<file path="config.mk">
export PLATFORM = sky130hd
export DESIGN_NAME = stick_top
export DESIGN_NICKNAME = d
export VERILOG_FILES = /design/src/hdl/stick_pkg.sv /design/src/hdl/chan_cfg_if.sv /design/src/hdl/cmd_decode.sv /design/src/hdl/param_bank.sv /design/src/hdl/msync_gen.sv /design/src/hdl/znd_pulse.sv /design/src/hdl/stick_top.sv
export VERILOG_INCLUDE_DIRS = /design/src /design/src/hdl
export SDC_FILE = /design/constraint.sdc
export NUM_CORES = 1
export LEC_CHECK = 0
export ABC_AREA = 1
export BUFFER_PORTS_ARGS = -buffer_cell sky130_fd_sc_hd__buf_2
export CAP_MARGIN = 20
export CORE_MARGIN = 1.5
export CORE_UTILIZATION = 35
export CTS_CLUSTER_DIAMETER = 150
export DETAILED_ROUTE_END_ITERATION = 8
export SLEW_MARGIN = 20
export SYNTH_ARGS = -nofsm -noshare
export SYNTH_HDL_FRONTEND = slang
export SYNTH_SLANG_ARGS = --single-unit
</file>
<file path="constraint.sdc">
create_clock -name sysclk -period 2.4 [get_ports sysclk]
set_input_delay 0.24 -clock sysclk [delete_from_list [all_inputs] [get_ports sysclk]]
set_output_delay 0.24 -clock sysclk [all_outputs]
set_load 0.005 [all_outputs]
</file>
<file path="src/hdl/stick_consts.svh">
`ifndef STICK_CONSTS_SVH
`define STICK_CONSTS_SVH

// ------------------------------
// channel layout
// ------------------------------
`define STICK_PHY_CH        4    // physical zond channels
`define STICK_VIRT_PER_PHY  4    // virtual channels behind each physical one

// ------------------------------
// command word
// ------------------------------
`define STICK_CMD_W         32
`define STICK_OP_SYNC       5'h10 // internal sync on/off, value bit 0
`define STICK_OP_HV         5'h11 // hv code 2:0, power-down mask 6:3

// master sync period in sysclk cycles
// must stay above largest delay + width + 2
`define STICK_SYNC_PERIOD   64

`endif

</file>
<file path="src/hdl/stick_pkg.sv">
`default_nettype none

`include "stick_consts.svh"

package stick_pkg;

	// command word, two formats
	// [31]=1 : system cmd, [30:26] opcode, low bits value
	// [31]=0 : param write, [30] 0=width 1=delay, [29:26] channel, [7:0] value
	typedef logic [`STICK_CMD_W-1:0] cmd_word_t;

	// pulse width in cycles, zero means no pulse
	typedef logic [7:0] pulse_w_t;

	// delay from master sync to probe pulse
	typedef logic [7:0] znd_delay_t;

	// high voltage code
	// 111 -> 90 V, 011 -> 60 V, 001 -> 30 V, 000 -> off
	typedef logic [2:0] hv_level_t;

	typedef logic [1:0] vch_sel_t; // virtual channel index inside a zond

	typedef logic [`STICK_PHY_CH-1:0] chan_mask_t; // one bit per physical channel

endpackage

`default_nettype wire

</file>
<file path="src/hdl/chan_cfg_if.sv">
`timescale 1ns/1ns
`default_nettype none

`include "stick_consts.svh"

// pulse setup of one physical channel, bank -> zond
interface chan_cfg_if;
	import stick_pkg::*;

	pulse_w_t   pulse_w [`STICK_VIRT_PER_PHY]; // widths of the four virtual channels
	znd_delay_t delay;                         // sync to pulse delay, shared by all four

	// bank side, levels move only on a write
	modport bank_mp (output pulse_w, output delay);

	// zond side
	modport znd_mp (input pulse_w, input delay);

endinterface

`default_nettype wire

</file>
<file path="src/hdl/cmd_decode.sv">
`timescale 1ns/1ns
`default_nettype none

`include "stick_consts.svh"

module cmd_decode (
	input  wire                   sysclk,
	input  wire                   phy_rst_n,
	input  stick_pkg::cmd_word_t  i_cmd,
	input  wire                   i_cmd_valid,
	output logic                  o_sync_on,   // internal master sync enable
	output stick_pkg::hv_level_t  o_hpwon,     // high voltage code
	output stick_pkg::chan_mask_t o_pdwn,      // per channel power-down
	output logic                  o_par_wr,    // one cycle write strobe to bank
	output logic                  o_par_sel,   // 0 width, 1 delay
	output logic [3:0]            o_par_addr,
	output logic [7:0]            o_par_val
);

	// ------------------------------
	// board settings
	// ------------------------------
	always_ff @(posedge sysclk or negedge phy_rst_n)
	begin
		if (!phy_rst_n)
		begin
			o_sync_on <= 1'b0;
			o_hpwon   <= 3'b000; // hv off
			o_pdwn    <= '0;
		end
		else if (i_cmd_valid && i_cmd[31])
		begin
			case (i_cmd[30:26])
				`STICK_OP_SYNC : o_sync_on <= i_cmd[0];
				`STICK_OP_HV :
				begin
					o_hpwon <= i_cmd[2:0];
					o_pdwn  <= i_cmd[6:3];
				end
				default : ; // unknown opcode, nothing happens
			endcase
		end
	end

	// ------------------------------
	// parameter writes
	// ------------------------------
	always_ff @(posedge sysclk or negedge phy_rst_n)
	begin
		if (!phy_rst_n)
			o_par_wr <= 1'b0;
		else
			o_par_wr <= i_cmd_valid & ~i_cmd[31]; // every param word is taken
	end

	// address and value, only looked at with o_par_wr
	always_ff @(posedge sysclk)
	begin
		if (i_cmd_valid && !i_cmd[31])
		begin
			o_par_sel  <= i_cmd[30];
			o_par_addr <= i_cmd[29:26]; // virtual ch, or phys ch in 27:26
			o_par_val  <= i_cmd[7:0];
		end
	end

endmodule

`default_nettype wire

</file>
<file path="src/hdl/param_bank.sv">
`timescale 1ns/1ns
`default_nettype none

`include "stick_consts.svh"

module param_bank (
	input  wire        sysclk,
	input  wire        phy_rst_n,
	input  wire        i_par_wr,
	input  wire        i_par_sel,   // 0 width, 1 delay
	input  wire  [3:0] i_par_addr,
	input  wire  [7:0] i_par_val,
	chan_cfg_if.bank_mp cfg [`STICK_PHY_CH]
);
	import stick_pkg::*;

	localparam int N_VIRT = `STICK_PHY_CH * `STICK_VIRT_PER_PHY;

	pulse_w_t   width_q [N_VIRT];        // virtual channel widths, 0..15
	znd_delay_t delay_q [`STICK_PHY_CH]; // one delay per physical channel

	// ------------------------------
	// write port
	// ------------------------------
	always_ff @(posedge sysclk or negedge phy_rst_n)
	begin
		if (!phy_rst_n)
		begin
			for (int i = 0; i < N_VIRT; i++)
				width_q[i] <= '0;
			for (int j = 0; j < `STICK_PHY_CH; j++)
				delay_q[j] <= '0;
		end
		else if (i_par_wr)
		begin
			if (i_par_sel)
				delay_q[i_par_addr[1:0]] <= i_par_val; // upper addr bits ignored
			else
				width_q[i_par_addr] <= i_par_val;
		end
	end

	// ------------------------------
	// fan out per physical channel
	// ------------------------------
	for (genvar g = 0; g < `STICK_PHY_CH; g++)
	begin : g_phy
		assign cfg[g].delay = delay_q[g];
		// virtual ch v of zond g sits at g*4+v
		for (genvar v = 0; v < `STICK_VIRT_PER_PHY; v++)
		begin : g_virt
			assign cfg[g].pulse_w[v] = width_q[g*`STICK_VIRT_PER_PHY + v];
		end
	end

endmodule

`default_nettype wire

</file>
<file path="src/hdl/msync_gen.sv">
`timescale 1ns/1ns
`default_nettype none

`include "stick_consts.svh"

module msync_gen (
	input  wire  sysclk,
	input  wire  phy_rst_n,
	input  wire  i_sync_on,
	output logic o_msync,   // one cycle strobe, active high
	output logic o_msync_n  // board sync line
);

	localparam int CNT_W = $clog2(`STICK_SYNC_PERIOD + 1);
	localparam logic [CNT_W-1:0] PERIOD = CNT_W'(`STICK_SYNC_PERIOD);

	logic [CNT_W-1:0] cnt; // 0 while off, then runs 1..PERIOD

	always_ff @(posedge sysclk or negedge phy_rst_n)
	begin
		if (!phy_rst_n)
			cnt <= '0;
		else if (!i_sync_on)
			cnt <= '0;           // held while disabled
		else if (cnt == PERIOD)
			cnt <= CNT_W'(1);    // wrap, keeps spacing at PERIOD
		else
			cnt <= cnt + CNT_W'(1);
	end

	// qualified by enable so a disable kills the strobe right away
	assign o_msync   = i_sync_on & (cnt == PERIOD);
	assign o_msync_n = ~o_msync;

endmodule

`default_nettype wire

</file>
<file path="src/hdl/znd_pulse.sv">
`timescale 1ns/1ns
`default_nettype none

`include "stick_consts.svh"

module znd_pulse (
	input  wire                            sysclk,
	input  wire                            phy_rst_n,
	input  wire                            i_msync,  // master sync strobe
	input  wire                            i_pdwn,   // channel powered down
	chan_cfg_if.znd_mp                     cfg,
	output logic                           o_imp_a,  // probe pulse
	output logic [`STICK_VIRT_PER_PHY-1:0] o_enz_n   // low bit = active virtual ch
);
	import stick_pkg::*;

	logic       dly_on;  // counting delay after a sync
	znd_delay_t dcnt;
	logic       imp_q;   // pulse running
	pulse_w_t   wcnt;    // cycles of pulse left
	vch_sel_t   vch;     // current virtual channel
	pulse_w_t   cur_w;
	logic       accept;
	logic       fire;

	// ------------------------------
	// strobe handling
	// ------------------------------
	// busy channels and powered down ones drop the sync
	assign accept = i_msync & ~i_pdwn & ~dly_on & ~imp_q;

	// zero delay fires on the strobe edge itself
	assign fire = (accept & (cfg.delay == '0)) | (dly_on & (dcnt == 8'd1));

	assign cur_w = cfg.pulse_w[vch];

	always_ff @(posedge sysclk or negedge phy_rst_n)
	begin
		if (!phy_rst_n)
		begin
			dly_on <= 1'b0;
			dcnt   <= '0;
			imp_q  <= 1'b0;
			wcnt   <= '0;
			vch    <= '0;
		end
		else
		begin
			// delay counter
			if (accept && cfg.delay != '0)
			begin
				dly_on <= 1'b1;
				dcnt   <= cfg.delay;
			end
			else if (dly_on)
			begin
				dcnt <= dcnt - 8'd1;
				if (dcnt == 8'd1)
					dly_on <= 1'b0; // fire goes out this edge
			end

			// width counter and rotation
			if (fire)
			begin
				if (cur_w != '0)
				begin
					imp_q <= 1'b1;
					wcnt  <= cur_w;
				end
				else
					vch <= vch + 2'd1; // empty slot, still rotate
			end
			else if (imp_q)
			begin
				wcnt <= wcnt - 8'd1;
				if (wcnt == 8'd1)
				begin
					imp_q <= 1'b0;
					vch   <= vch + 2'd1; // next sync goes to next virtual ch
				end
			end
		end
	end

	// ------------------------------
	// outputs
	// ------------------------------
	assign o_imp_a = imp_q;

	// enable low only for the firing virtual ch
	assign o_enz_n = imp_q ? ~(`STICK_VIRT_PER_PHY'(1) << vch) : '1;

endmodule

`default_nettype wire

</file>
<file path="src/hdl/stick_top.sv">
`timescale 1ns/1ns
`default_nettype none

`include "stick_consts.svh"

module stick_top (
	input  wire                   sysclk,
	input  wire                   phy_rst_n,
	// parameter commands
	input  stick_pkg::cmd_word_t  i_cmd,
	input  wire                   i_cmd_valid,
	// zond channels
	output stick_pkg::chan_mask_t o_phase_a,
	output logic [`STICK_PHY_CH-1:0][`STICK_VIRT_PER_PHY-1:0] o_nenz,
	// board lines
	output logic                  o_msync_n,
	output stick_pkg::hv_level_t  o_hpwon,
	output stick_pkg::chan_mask_t o_pdwn
);

	logic       sync_on;   // decoder -> sync gen
	logic       msync;     // sync strobe to all zonds
	logic       par_wr;
	logic       par_sel;
	logic [3:0] par_addr;
	logic [7:0] par_val;

	chan_cfg_if cfg_if [`STICK_PHY_CH] (); // bank -> zond setup, one per channel

	// ------------------------------
	// command path
	// ------------------------------
	cmd_decode u_cmd_decode (
		.sysclk      (sysclk),
		.phy_rst_n   (phy_rst_n),
		.i_cmd       (i_cmd),
		.i_cmd_valid (i_cmd_valid),
		.o_sync_on   (sync_on),
		.o_hpwon     (o_hpwon),
		.o_pdwn      (o_pdwn),
		.o_par_wr    (par_wr),
		.o_par_sel   (par_sel),
		.o_par_addr  (par_addr),
		.o_par_val   (par_val)
	);

	param_bank u_param_bank (
		.sysclk     (sysclk),
		.phy_rst_n  (phy_rst_n),
		.i_par_wr   (par_wr),
		.i_par_sel  (par_sel),
		.i_par_addr (par_addr),
		.i_par_val  (par_val),
		.cfg        (cfg_if)
	);

	// ------------------------------
	// master sync
	// ------------------------------
	msync_gen u_msync_gen (
		.sysclk    (sysclk),
		.phy_rst_n (phy_rst_n),
		.i_sync_on (sync_on),
		.o_msync   (msync),
		.o_msync_n (o_msync_n)
	);

	// ------------------------------
	// zond channels
	// ------------------------------
	for (genvar g = 0; g < `STICK_PHY_CH; g++)
	begin : g_znd
		znd_pulse u_znd (
			.sysclk    (sysclk),
			.phy_rst_n (phy_rst_n),
			.i_msync   (msync),
			.i_pdwn    (o_pdwn[g]),  // sleep bit of this channel
			.cfg       (cfg_if[g]),
			.o_imp_a   (o_phase_a[g]),
			.o_enz_n   (o_nenz[g])
		);
	end

endmodule

`default_nettype wire

</file>
==> out/results.ini, run 1 <==
[worst_setup_path]
cp.arrival_ps=2630
crit_chain=inv_1 -> ha_1 -> nand2_1 -> inv_1 -> nand3_2 -> nor2_4 -> buf_4 -> nand3_1 -> nand2_1 -> nand3_2 -> nand3_1 -> nand2_1
cp_common_cell=nand2_1
cp.required_ps=2840
crit_path_top_delay_cell=dfrtp_1
slowest_delay_ps=410
worstSetupStartpoint=u_msync_gen.cnt[0]
critical_path_class=reg -> reg
r2r_start=u_msync_gen.cnt[0]
crit_path_max_fanout=8
startpoint_type=register
crit_path_end_kind=register
path_delay_family=simple AND/OR/NAND/NOR gates
crit_buf_inv=3

[clock_network]
clock_path_buffers=3
clock-sinks=269
holdBufCountCts=14
postCtsSetupBuffers=0
path_clk_slew_ps=60
clk_latency_ps=560
cts_root_buf=clkbuf_16
cts_tree=built
cts_resized=0
cts_max_level=1
cts_buffers=31

[floorplan]
dieArea_sq_um=41000
row_count=72
die_h_microns=202.5
start_util_pct=35.79
chipWidth_microns=202.5
core_area_sq_um=38920
ios=63

[cells_and_area]
fin_nets=1865
fin_util_pct=40.55
regArea_sq_um=6797
fin_cells=2338
areaGrowthSynthToFinish_pct=13.32
drive_gt1_share_pct=9.725
fillCellCount=3927
n_antenna_cell=0
multi_input_area_sq_um=6147

[timing]
final-setup-viol-count=0
finClkSkew_ps=11.25
hold_violations=0
period_needed_ps=2187
worst_pin_slew_ps=822.5
slew_viol_final=0
relSlewSlack_pct=45.11
rsz0062_at_grt=false
timing.setup.tns_ps=0
fin_crit_sh_pct=91.13
fmax_mhz=457.2

[synthesis]
post_synth_num_cell_types=42
synth.avg_cell_area_sq_um=7.936
ys.warnings.count=0
ys_seq_area_share_pct=48.80
synth_top_area_cell=dfrtp_1
synthTopCellsByArea=dfrtp_1, nand2_1, nand3_1
ys.flop_type=dfrtp_1
synth-edff-count=13
async_flop_share_pct=95.17
synth-seq-cells=269
synth_nets=1824
synth_top_area_share_pct=46.00
syn_area_sq_um=13930
synth_cells=1755

[routing]
ant_nets=0
viasPerCell=4.873
wl_per_cell_microns=13.97
wl_microns=32650
dr.first_iter.drc_count=858
drc=0
num_vias=11393
first_pass_iters=5

[global_routing]
antenna_found_initial=0
overflow=0
top_usage_layer=met2
grt_pass1_wl_microns=55040
grt_use_met1_pct=23.05
grtUsageTotal_pct=16.16
grt_pass1_vias=10758
met2_usage_pct=26.21
grt_start_max_net_pins=68
met3_usage_pct=2.055

[placed_design]
hpwl_microns=22360
gp_congestion=0.8407
dp.cells=2267
port_buffers=44

[pwr]
p_leak_nw=7.865
power_density_nw_per_um2=720.5
ir_drop_uv=505.0

[run]
drv_cap=0

[min_path]
holdCritStartpoint=i_cmd[31]
min_path_type=in -> reg

[run_status]
outcome=complete, no violations

[synthesized netlist by cell type (all sizes together), types with 6 or more instances]
cell type	instances
a21oi	10
buf	41
clkbuf	36
dfrtp	256
edfxtp	13
ha	34
inv	136
mux2	6
nand2	623
nand3	228
nand4	12
nor2	93
nor3	14
o211ai	6
o21ai	188
xnor2	13
xor2	22
[placed cells by master (no fill, tap or decap), types with 14 or more instances in the layout]
| master | instances |
|---|---|
| buf_2 | 43 |
| buf_4 | 24 |
| clkbuf_16 | 31 |
| dfrtp_1 | 256 |
| dlygate4sd3_1 | 14 |
| ha_1 | 34 |
| inv_1 | 122 |
| nand2_1 | 616 |
| nand3_1 | 218 |
| nor2_1 | 84 |
| o21ai_0 | 154 |
| o21ai_1 | 34 |
| xor2_1 | 22 |
[layout make-up]
cell class,count,area share [%]
sequential,269,43.06
multi-input combinational,1272,38.95
clock buffer,43,5.581
tap,518,4.107
timing repair buffer,85,3.869
inverter,137,3.322
clock inverter,14,1.110
[sequential cells by signal (all words and copies together) (netlist names)]
signal / flops
u_param_bank.cfg.pulse_w: 128
g_znd.u_znd.dcnt: 32
g_znd.u_znd.wcnt: 32
u_param_bank.cfg.delay: 32
g_znd.u_znd.vch: 8
u_cmd_decode.o_par_val: 8
u_msync_gen.cnt: 7
g_znd.u_znd.dly_on: 4
g_znd.u_znd.o_imp_a: 4
u_cmd_decode.o_par_addr: 4
u_cmd_decode.o_pdwn: 4
u_cmd_decode.o_hpwon: 3
u_cmd_decode.o_par_sel: 1
u_cmd_decode.o_par_wr: 1
u_cmd_decode.o_sync_on: 1
[power breakdown]
part	internal (mW)	switching, mW	total [mW]
combinational	0.433	0.695	1.13
clock	2.98	1.89	4.87
sequential	5.07	0.311	5.38
total	8.47	2.90	11.4
[cell families (layout without fill, tap and decap cells)]
logic type	after synthesis	in the layout	synth area share (%)
XOR/XNOR	35	35	2.201
flip-flops	269	269	48.80
buffers and inverters	214	279	7.061
adder cells (fa/ha/maj)	34	34	3.055
multiplexers	7	7	0.5570
AND/OR/NAND/NOR	987	987	30.59
AO/OA/AOI/OAI	209	209	7.735
[worst paths after layout]
kind	slack, ps	endpoint	cells past startpoint
max reg2reg	210	g_znd[1].u_znd.wcnt[3]	12
min in group asynchronous	180	g_znd[2].u_znd.vch[1]	2
max in group asynchronous	1460	u_param_bank.cfg[1].pulse_w[24]	3
min	90	u_cmd_decode.o_par_wr	3
min reg2reg	480	u_param_bank.cfg[3].pulse_w[2]	2
max	210	g_znd[1].u_znd.wcnt[3]	12
[tightest hold or removal path: stages]
cell    delay (ps)
buf_2           90
nor2_1          40
buf_4          200
[per-layer routing]
layer / vias up / wire length (microns)
li1: 5730 / -
met4: 0 / 670
met1: 5450 / 15910
met2: 175 / 14950
met3: 38 / 1127
met5: - / 0
[metrics by stage]
step	total power, mW	cell area (sq um)	worst slack (ps)	hold WS [ps]
2_1_floorplan	6.175	13930	755.7	-55.59
4_1_cts	11.52	15780	217.8	62.04
6_report	11.37	15780	212.9	89.96
5_1_grt	11.95	15780	18.38	78.23
3_3_place_gp	6.536	14590	286.6	169.0
3_5_place_dp	6.582	14590	246.5	170.4
Power figures use the tool's default switching activity.
==> run 2: changes to the inputs <==
--- a/config.mk
+++ b/config.mk
@@ -11,7 +11,8 @@
 export CAP_MARGIN = 20
 export CORE_MARGIN = 1.5
-export CORE_UTILIZATION = 35
+export CORE_UTILIZATION = 53
 export CTS_CLUSTER_DIAMETER = 150
 export DETAILED_ROUTE_END_ITERATION = 8
+export PLACE_DENSITY = 0.7
 export SLEW_MARGIN = 20
 export SYNTH_ARGS = -nofsm -noshare
==> constraint.sdc (replaced) <==
create_clock -name sysclk -period 2.4 [get_ports sysclk]
set_input_delay 0.6 -clock sysclk [delete_from_list [all_inputs] [get_ports sysclk]]
set_output_delay 0.6 -clock sysclk [all_outputs]
set_load 0.005 [all_outputs]
==> out/results.ini, run 2 (synthesized netlist as in run 1, its figures left out) <==
[run_status]
outcome=finished, violations left
violations=negative hold slack

[routing]
drc=0  ; unchanged
first_pass_iters=5  ; unchanged
viasPerCell=5.308  ; +8.9%
dr.first_iter.drc_count=848  ; -1.2%
ant_nets=0  ; unchanged
wl_microns=31250  ; -4.3%
wl_per_cell_microns=14.62  ; +4.7%
num_vias=11343  ; -0.44%

[global_routing]
overflow=0  ; unchanged
grt_start_max_net_pins=61  ; -10%
grt_pass1_wl_microns=52540  ; -4.6%
grt_pass1_vias=10695  ; -0.59%
antenna_found_initial=0  ; unchanged
grtUsageTotal_pct=23.82  ; +7.7 points

[floorplan]
core_area_sq_um=25910  ; -33%
chipWidth_microns=165.1  ; -18%
die_h_microns=165.1  ; -18%
row_count=59  ; -18%
ios=63  ; unchanged
dieArea_sq_um=27260  ; -34%
start_util_pct=53.75  ; +18 points

[timing]
relSlewSlack_pct=40.55  ; -4.6 points
worst_pin_slew_ps=890.8  ; +68.27 ps
final-setup-viol-count=0  ; unchanged
hold_violations=4  ; +4
slew_viol_final=0  ; unchanged
period_needed_ps=2369  ; +181.9 ps
holdWs_ps=-8.603  ; -98.56 ps
finClkSkew_ps=12.04  ; +0.7898 ps
rsz0062_at_grt=true
fin_crit_sh_pct=98.71  ; +7.6 points
timing.setup.tns_ps=0  ; unchanged
fmax_mhz=422.1  ; -7.7%

[cells_and_area]
final_design_area_no_fill_sq_um=15330  ; -2.9%
largest_reg_flops=128  ; unchanged
drive_gt1_share_pct=10.04  ; +0.32 points
areaGrowthSynthToFinish_pct=10.08
final_common_cell=nand2_1
n_antenna_cell=0  ; unchanged
fillCellCount=2349  ; -40%
final_cell_mix=nand2_1, dfrtp_1, nand3_1, o21ai_0, inv_1
fin_nets=1850  ; -0.80%

[worst_setup_path]
critical_path_class=reg -> out
cp.arrival_ps=1770  ; -860 ps
crit_path_top_delay_cell=dfrtp_1
crit_chain=inv_1 -> ha_2 -> nand2_1 -> inv_1 -> nand3_2 -> nor2_4 -> buf_6 -> inv_2 -> buf_6
slowest_delay_ps=390  ; -20 ps
startpoint_type=register
crit_path_end_kind=output pin
crit_path_max_fanout=3  ; -5
cp.required_ps=1800  ; -1040 ps

[placed_design]
hpwl_microns=21110  ; -5.6%
gp_congestion=0.8740  ; +4.0%
dpl_cell_area_sq_um=14320  ; -1.8%
port_buffers=44  ; unchanged

[pwr]
p_int_mw=8.127  ; -4.1%
combPwrFrac_pct=10.2  ; +0.3 points
switchingPower_mw=2.795  ; -3.5%
power_density_nw_per_um2=712.4  ; -1.1%
p_clk_share_pct=40.6  ; -2.2 points
ir_drop_uv=629.2  ; +25%
sw_frac_of_total_pct=25.59  ; +0.12 points
pwr-share-seq_pct=49.2  ; +1.9 points
p_leak_nw=7.748  ; -1.5%

[clock_network]
cts_max_level=1  ; unchanged
cts_tree=built
cts_root_buf=clkbuf_16
clock_path_buffers=3  ; unchanged
path_clk_slew_ps=60  ; about the same
cts_buffers=29  ; -6.5%
clk_latency_ps=540  ; -20 ps
clock-sinks=269  ; unchanged

[min_path]
min_path_type=in -> async

[run]
drv_cap=0  ; unchanged

## run 2: cell types whose count changed in the layout (fill, tap and decap cells not counted), moves of 2 or more
cell	change
dfrtp_1	-4
clkinvlp_4	+2
nand2_1	-2
clkbuf_16	-2
dlygate4sd3_1	-14
clkbuf_8	-6
nand2_2	+2
buf_6	+2
dfrtp_2	+4
## run 2: worst max-delay path: cells and delay by family (launching register included)
family / cells / cell delay, ps
flip-flops: 1 / 390
buffers and inverters: 5 / 390
AND/OR/NAND/NOR: 3 / 300
adder cells (fa/ha/maj): 1 / 150
## run 2: what timing repair did
action	in CTS	in global routing
buffers inserted	2	4
resized for setup	2	8
endpoints found under the setup margin	3	17
hold buffers	0	0
pin swaps	1	2
## run 2: power by group through the flow
| stage | registers, mW | logic (mW) | clock network (mW) |
|---|---|---|---|
| floorplan | 5.36 | 0.811 | 0 |
| global placement | 5.44 | 1.08 | 0 |
| detailed placement | 5.45 | 1.12 | 0 |
| CTS | 5.37 | 1.13 | 4.52 |
| global route | 5.44 | 1.31 | 4.71 |
| finish | 5.37 | 1.12 | 4.43 |
## run 2: path summary, 6_finish.rpt
path / from / endpoint / slack, ps / depth (start not counted)
setup / recovery: u_msync_gen.cnt[0] / o_msync_n / 30 / 9
hold / removal: phy_rst_n / g_znd[2].u_znd.wcnt[5] / -9 / 1
setup reg to reg: u_msync_gen.cnt[0] / g_znd[3].u_znd.wcnt[0] / 140 / 13
hold reg to reg: u_param_bank.cfg[3].pulse_w[0] / u_param_bank.cfg[3].pulse_w[0] / 480 / 2
max in group asynchronous: phy_rst_n / g_znd[1].u_znd.vch[1] / 1700 / 2
min in group sysclk: i_cmd[4] / u_cmd_decode.o_par_val[4] / 250 / 1
## run 2: per-layer routing
layer	track usage, %	part of all wire (%)
met5	0	0
met4	6.020	1.9
met3	2.572	3.6
met2	39.24	47
met1	33.76	48
## run 2: area by class of cell
type,count,area [sq um],area share (%)
Multi-Input combinational cell,1272,6155,40.15
Tap cell,335,419.2,2.734
Timing Repair Buffer,72,488.0,3.183
Clock inverter,18,198.9,1.298
Clock buffer,34,744.5,4.856
Sequential cell,269,6802,44.36
Inverter,137,524.3,3.420
## run 2: through the flow
step / utilization (%) / total power, mW / setup slack (ps) / std cells
floorplan: - / 6.175 / 723.6 / 1755
global placement: 55.27 / 6.510 / 156.5 / 2079
detailed placement: 55.27 / 6.568 / 131.1 / 2079
CTS: 58.98 / 11.01 / -11.44 / 2133
global route: 59.17 / 11.45 / -38.78 / 2137
finish: 59.17 / 10.92 / 31.02 / 2137
==> run 3: changes to the inputs <==
Settings changed: CORE_ASPECT_RATIO from default to 0.9.
==> out/results.ini, run 3 (synthesized netlist as in run 1, its figures left out) <==
[run_status]
outcome=complete, no violations

[timing]
rsz0062_at_grt=true
worst_pin_slew_ps=865.3  ; -25.41 ps
hold_violations=0  ; -4
fin_crit_sh_pct=99.39  ; +0.68 points
slew_viol_final=0  ; unchanged
fmax_mhz=419.2  ; -0.68%
period_needed_ps=2385  ; +16.29 ps
relSlewSlack_pct=42.25  ; +1.7 points
final-setup-viol-count=0  ; unchanged
timing.setup.tns_ps=0  ; unchanged
finClkSkew_ps=14.72  ; +2.680 ps

[routing]
dr.first_iter.drc_count=827  ; -2.5%
num_vias=11347  ; +0.035%
wl_per_cell_microns=14.66  ; +0.25%
viasPerCell=5.280  ; -0.52%
first_pass_iters=5  ; unchanged
wl_microns=31500  ; +0.81%
ant_nets=0  ; unchanged
drc=0  ; unchanged

[cells_and_area]
n_antenna_cell=0  ; unchanged
final_cell_mix=nand2_1, dfrtp_1, nand3_1, o21ai_0, inv_1
largest_reg_flops=128  ; unchanged
final_common_cell=nand2_1
areaGrowthSynthToFinish_pct=10.54
fin_util_pct=59.38  ; +0.21 points
fillCellCount=2339  ; -0.43%
fin_nets=1847  ; -0.16%
drive_gt1_share_pct=9.939  ; -0.11 points

[worst_setup_path]
crit_chain=inv_1 -> ha_1 -> nand2_1 -> inv_1 -> nand3_2 -> nor2_4 -> buf_6 -> inv_1 -> buf_2
cp_common_cell=inv_1
startpoint_type=register
reg2reg_to=g_znd[3].u_znd.wcnt[0]
cp.required_ps=1800  ; about the same
crit_path_max_fanout=4  ; +1
path_delay_family=buffers and inverters
cp.arrival_ps=1790  ; +20 ps
rrSetupSlack_ps=200  ; +60 ps
reg2reg_depth=13  ; unchanged
critical_path_class=reg -> out
crit_buf_inv=5  ; unchanged
slowest_delay_ps=390  ; about the same
crit_path_end_kind=output pin
crit_path_top_delay_cell=dfrtp_1
r2r_start=u_msync_gen.cnt[1]

[placed_design]
hpwl_microns=21100  ; about the same
gp_congestion=0.8753  ; +0.15%
port_buffers=44  ; unchanged

[floorplan]
dieArea_sq_um=27260  ; about the same
die_h_microns=156.8  ; -5.0%
core_area_sq_um=25920  ; about the same
row_count=56  ; -5.1%
start_util_pct=53.72  ; about the same
ios=63  ; unchanged
chipWidth_microns=173.9  ; +5.3%

[pwr]
ir_drop_uv=711.5  ; +13%
p_leak_nw=7.774  ; +0.33%
power_density_nw_per_um2=728.1  ; +2.2%
power_mw=11.21  ; +2.6%

[clock_network]
clock-sinks=269  ; unchanged
clock_path_buffers=3  ; unchanged
path_clk_slew_ps=60  ; about the same
cts_max_level=1  ; unchanged
cts_tree=built
clk_latency_ps=550  ; about the same
cts_buffers=29  ; unchanged
cts_root_buf=clkbuf_16

[global_routing]
grt_start_max_net_pins=63  ; +3.3%
antenna_found_initial=0  ; unchanged
grtUsageTotal_pct=23.68  ; -0.15 points
overflow=0  ; unchanged
grt_pass1_wl_microns=53290  ; +1.4%
grt_pass1_vias=10625  ; -0.65%

[run]
drv_cap=0  ; unchanged

[min_path]
holdCritStartpoint=i_cmd[7]
holdPathStages=1
holdPathEnd=u_cmd_decode.o_par_val[7]
min_path_type=in -> reg

-- run 3: cell count changes in the layout (fill, tap and decap cells not counted), moves of 2 or more --
cell / delta
clkinvlp_4: -4
clkinv_2: -3
dfrtp_1: -2
buf_4: -4
clkbuf_8: +8
dfrtp_2: +2
-- run 3: repair_timing --
action / in CTS / in global routing
setup buffers: 2 / 0
hold buffers: 1 / 0
endpoints found under the hold margin: 32 / 0
pin swaps: 1 / 1
gates resized for setup: 3 / 6
endpoints found under the setup margin: 4 / 26
-- run 3: report_power, final --
part,internal [mW],leakage [nW],switching [mW]
combinational,0.420,3.71,0.696
sequential,5.07,3.56,0.316
clock,2.89,0.507,1.82
-- run 3: per-layer routing --
metal	GRT usage [%]	vias to the layer above	share of wire [%]
met3	2.745	36	4.7
met1	34.98	5353	49
li1	-	5696	-
met4	4.516	0	1.6
met5	0	-	0
met2	37.87	262	45
-- run 3: through the flow --
step	cell area [sq um]	hold WS [ps]	instances	setup slack [ps]
final	15390	232.3	2149	14.73
after global placement	14340	465.7	2092	139.8
after CTS	15380	215.4	2149	-18.39
after floorplan	13930	304.4	1755	723.6
after detailed placement	14340	472.9	2092	103.3
after global routing	15390	221.9	2149	-84.86
-- run 3: final cells by class --
type / count / area (sq um) / share of cell area [%]
flip-flops and latches: 269 / 6804 / 44.20
inverters: 137 / 524.3 / 3.405
well taps: 348 / 435.4 / 2.828
multi-input cells: 1272 / 6152 / 39.96
clock inverters: 11 / 158.9 / 1.032
repair buffers: 69 / 461.7 / 2.999
clock buffers: 43 / 858.3 / 5.575
-- run 3: worst max path at each step --
stage                       start                    end  slack [ps]  cells after the start
2_1_floorplan  u_msync_gen.cnt[0]              o_msync_n         720                      8
3_5_place_dp   u_msync_gen.cnt[0]  g_znd[0].u_znd.vch[0]         100                     12
6_report       u_msync_gen.cnt[1]              o_msync_n          10                      9
3_3_place_gp   u_msync_gen.cnt[0]  g_znd[3].u_znd.vch[1]         140                     12
5_1_grt        u_msync_gen.cnt[1]              o_msync_n         -80                      9
4_1_cts        u_msync_gen.cnt[1]              o_msync_n         -20                      9
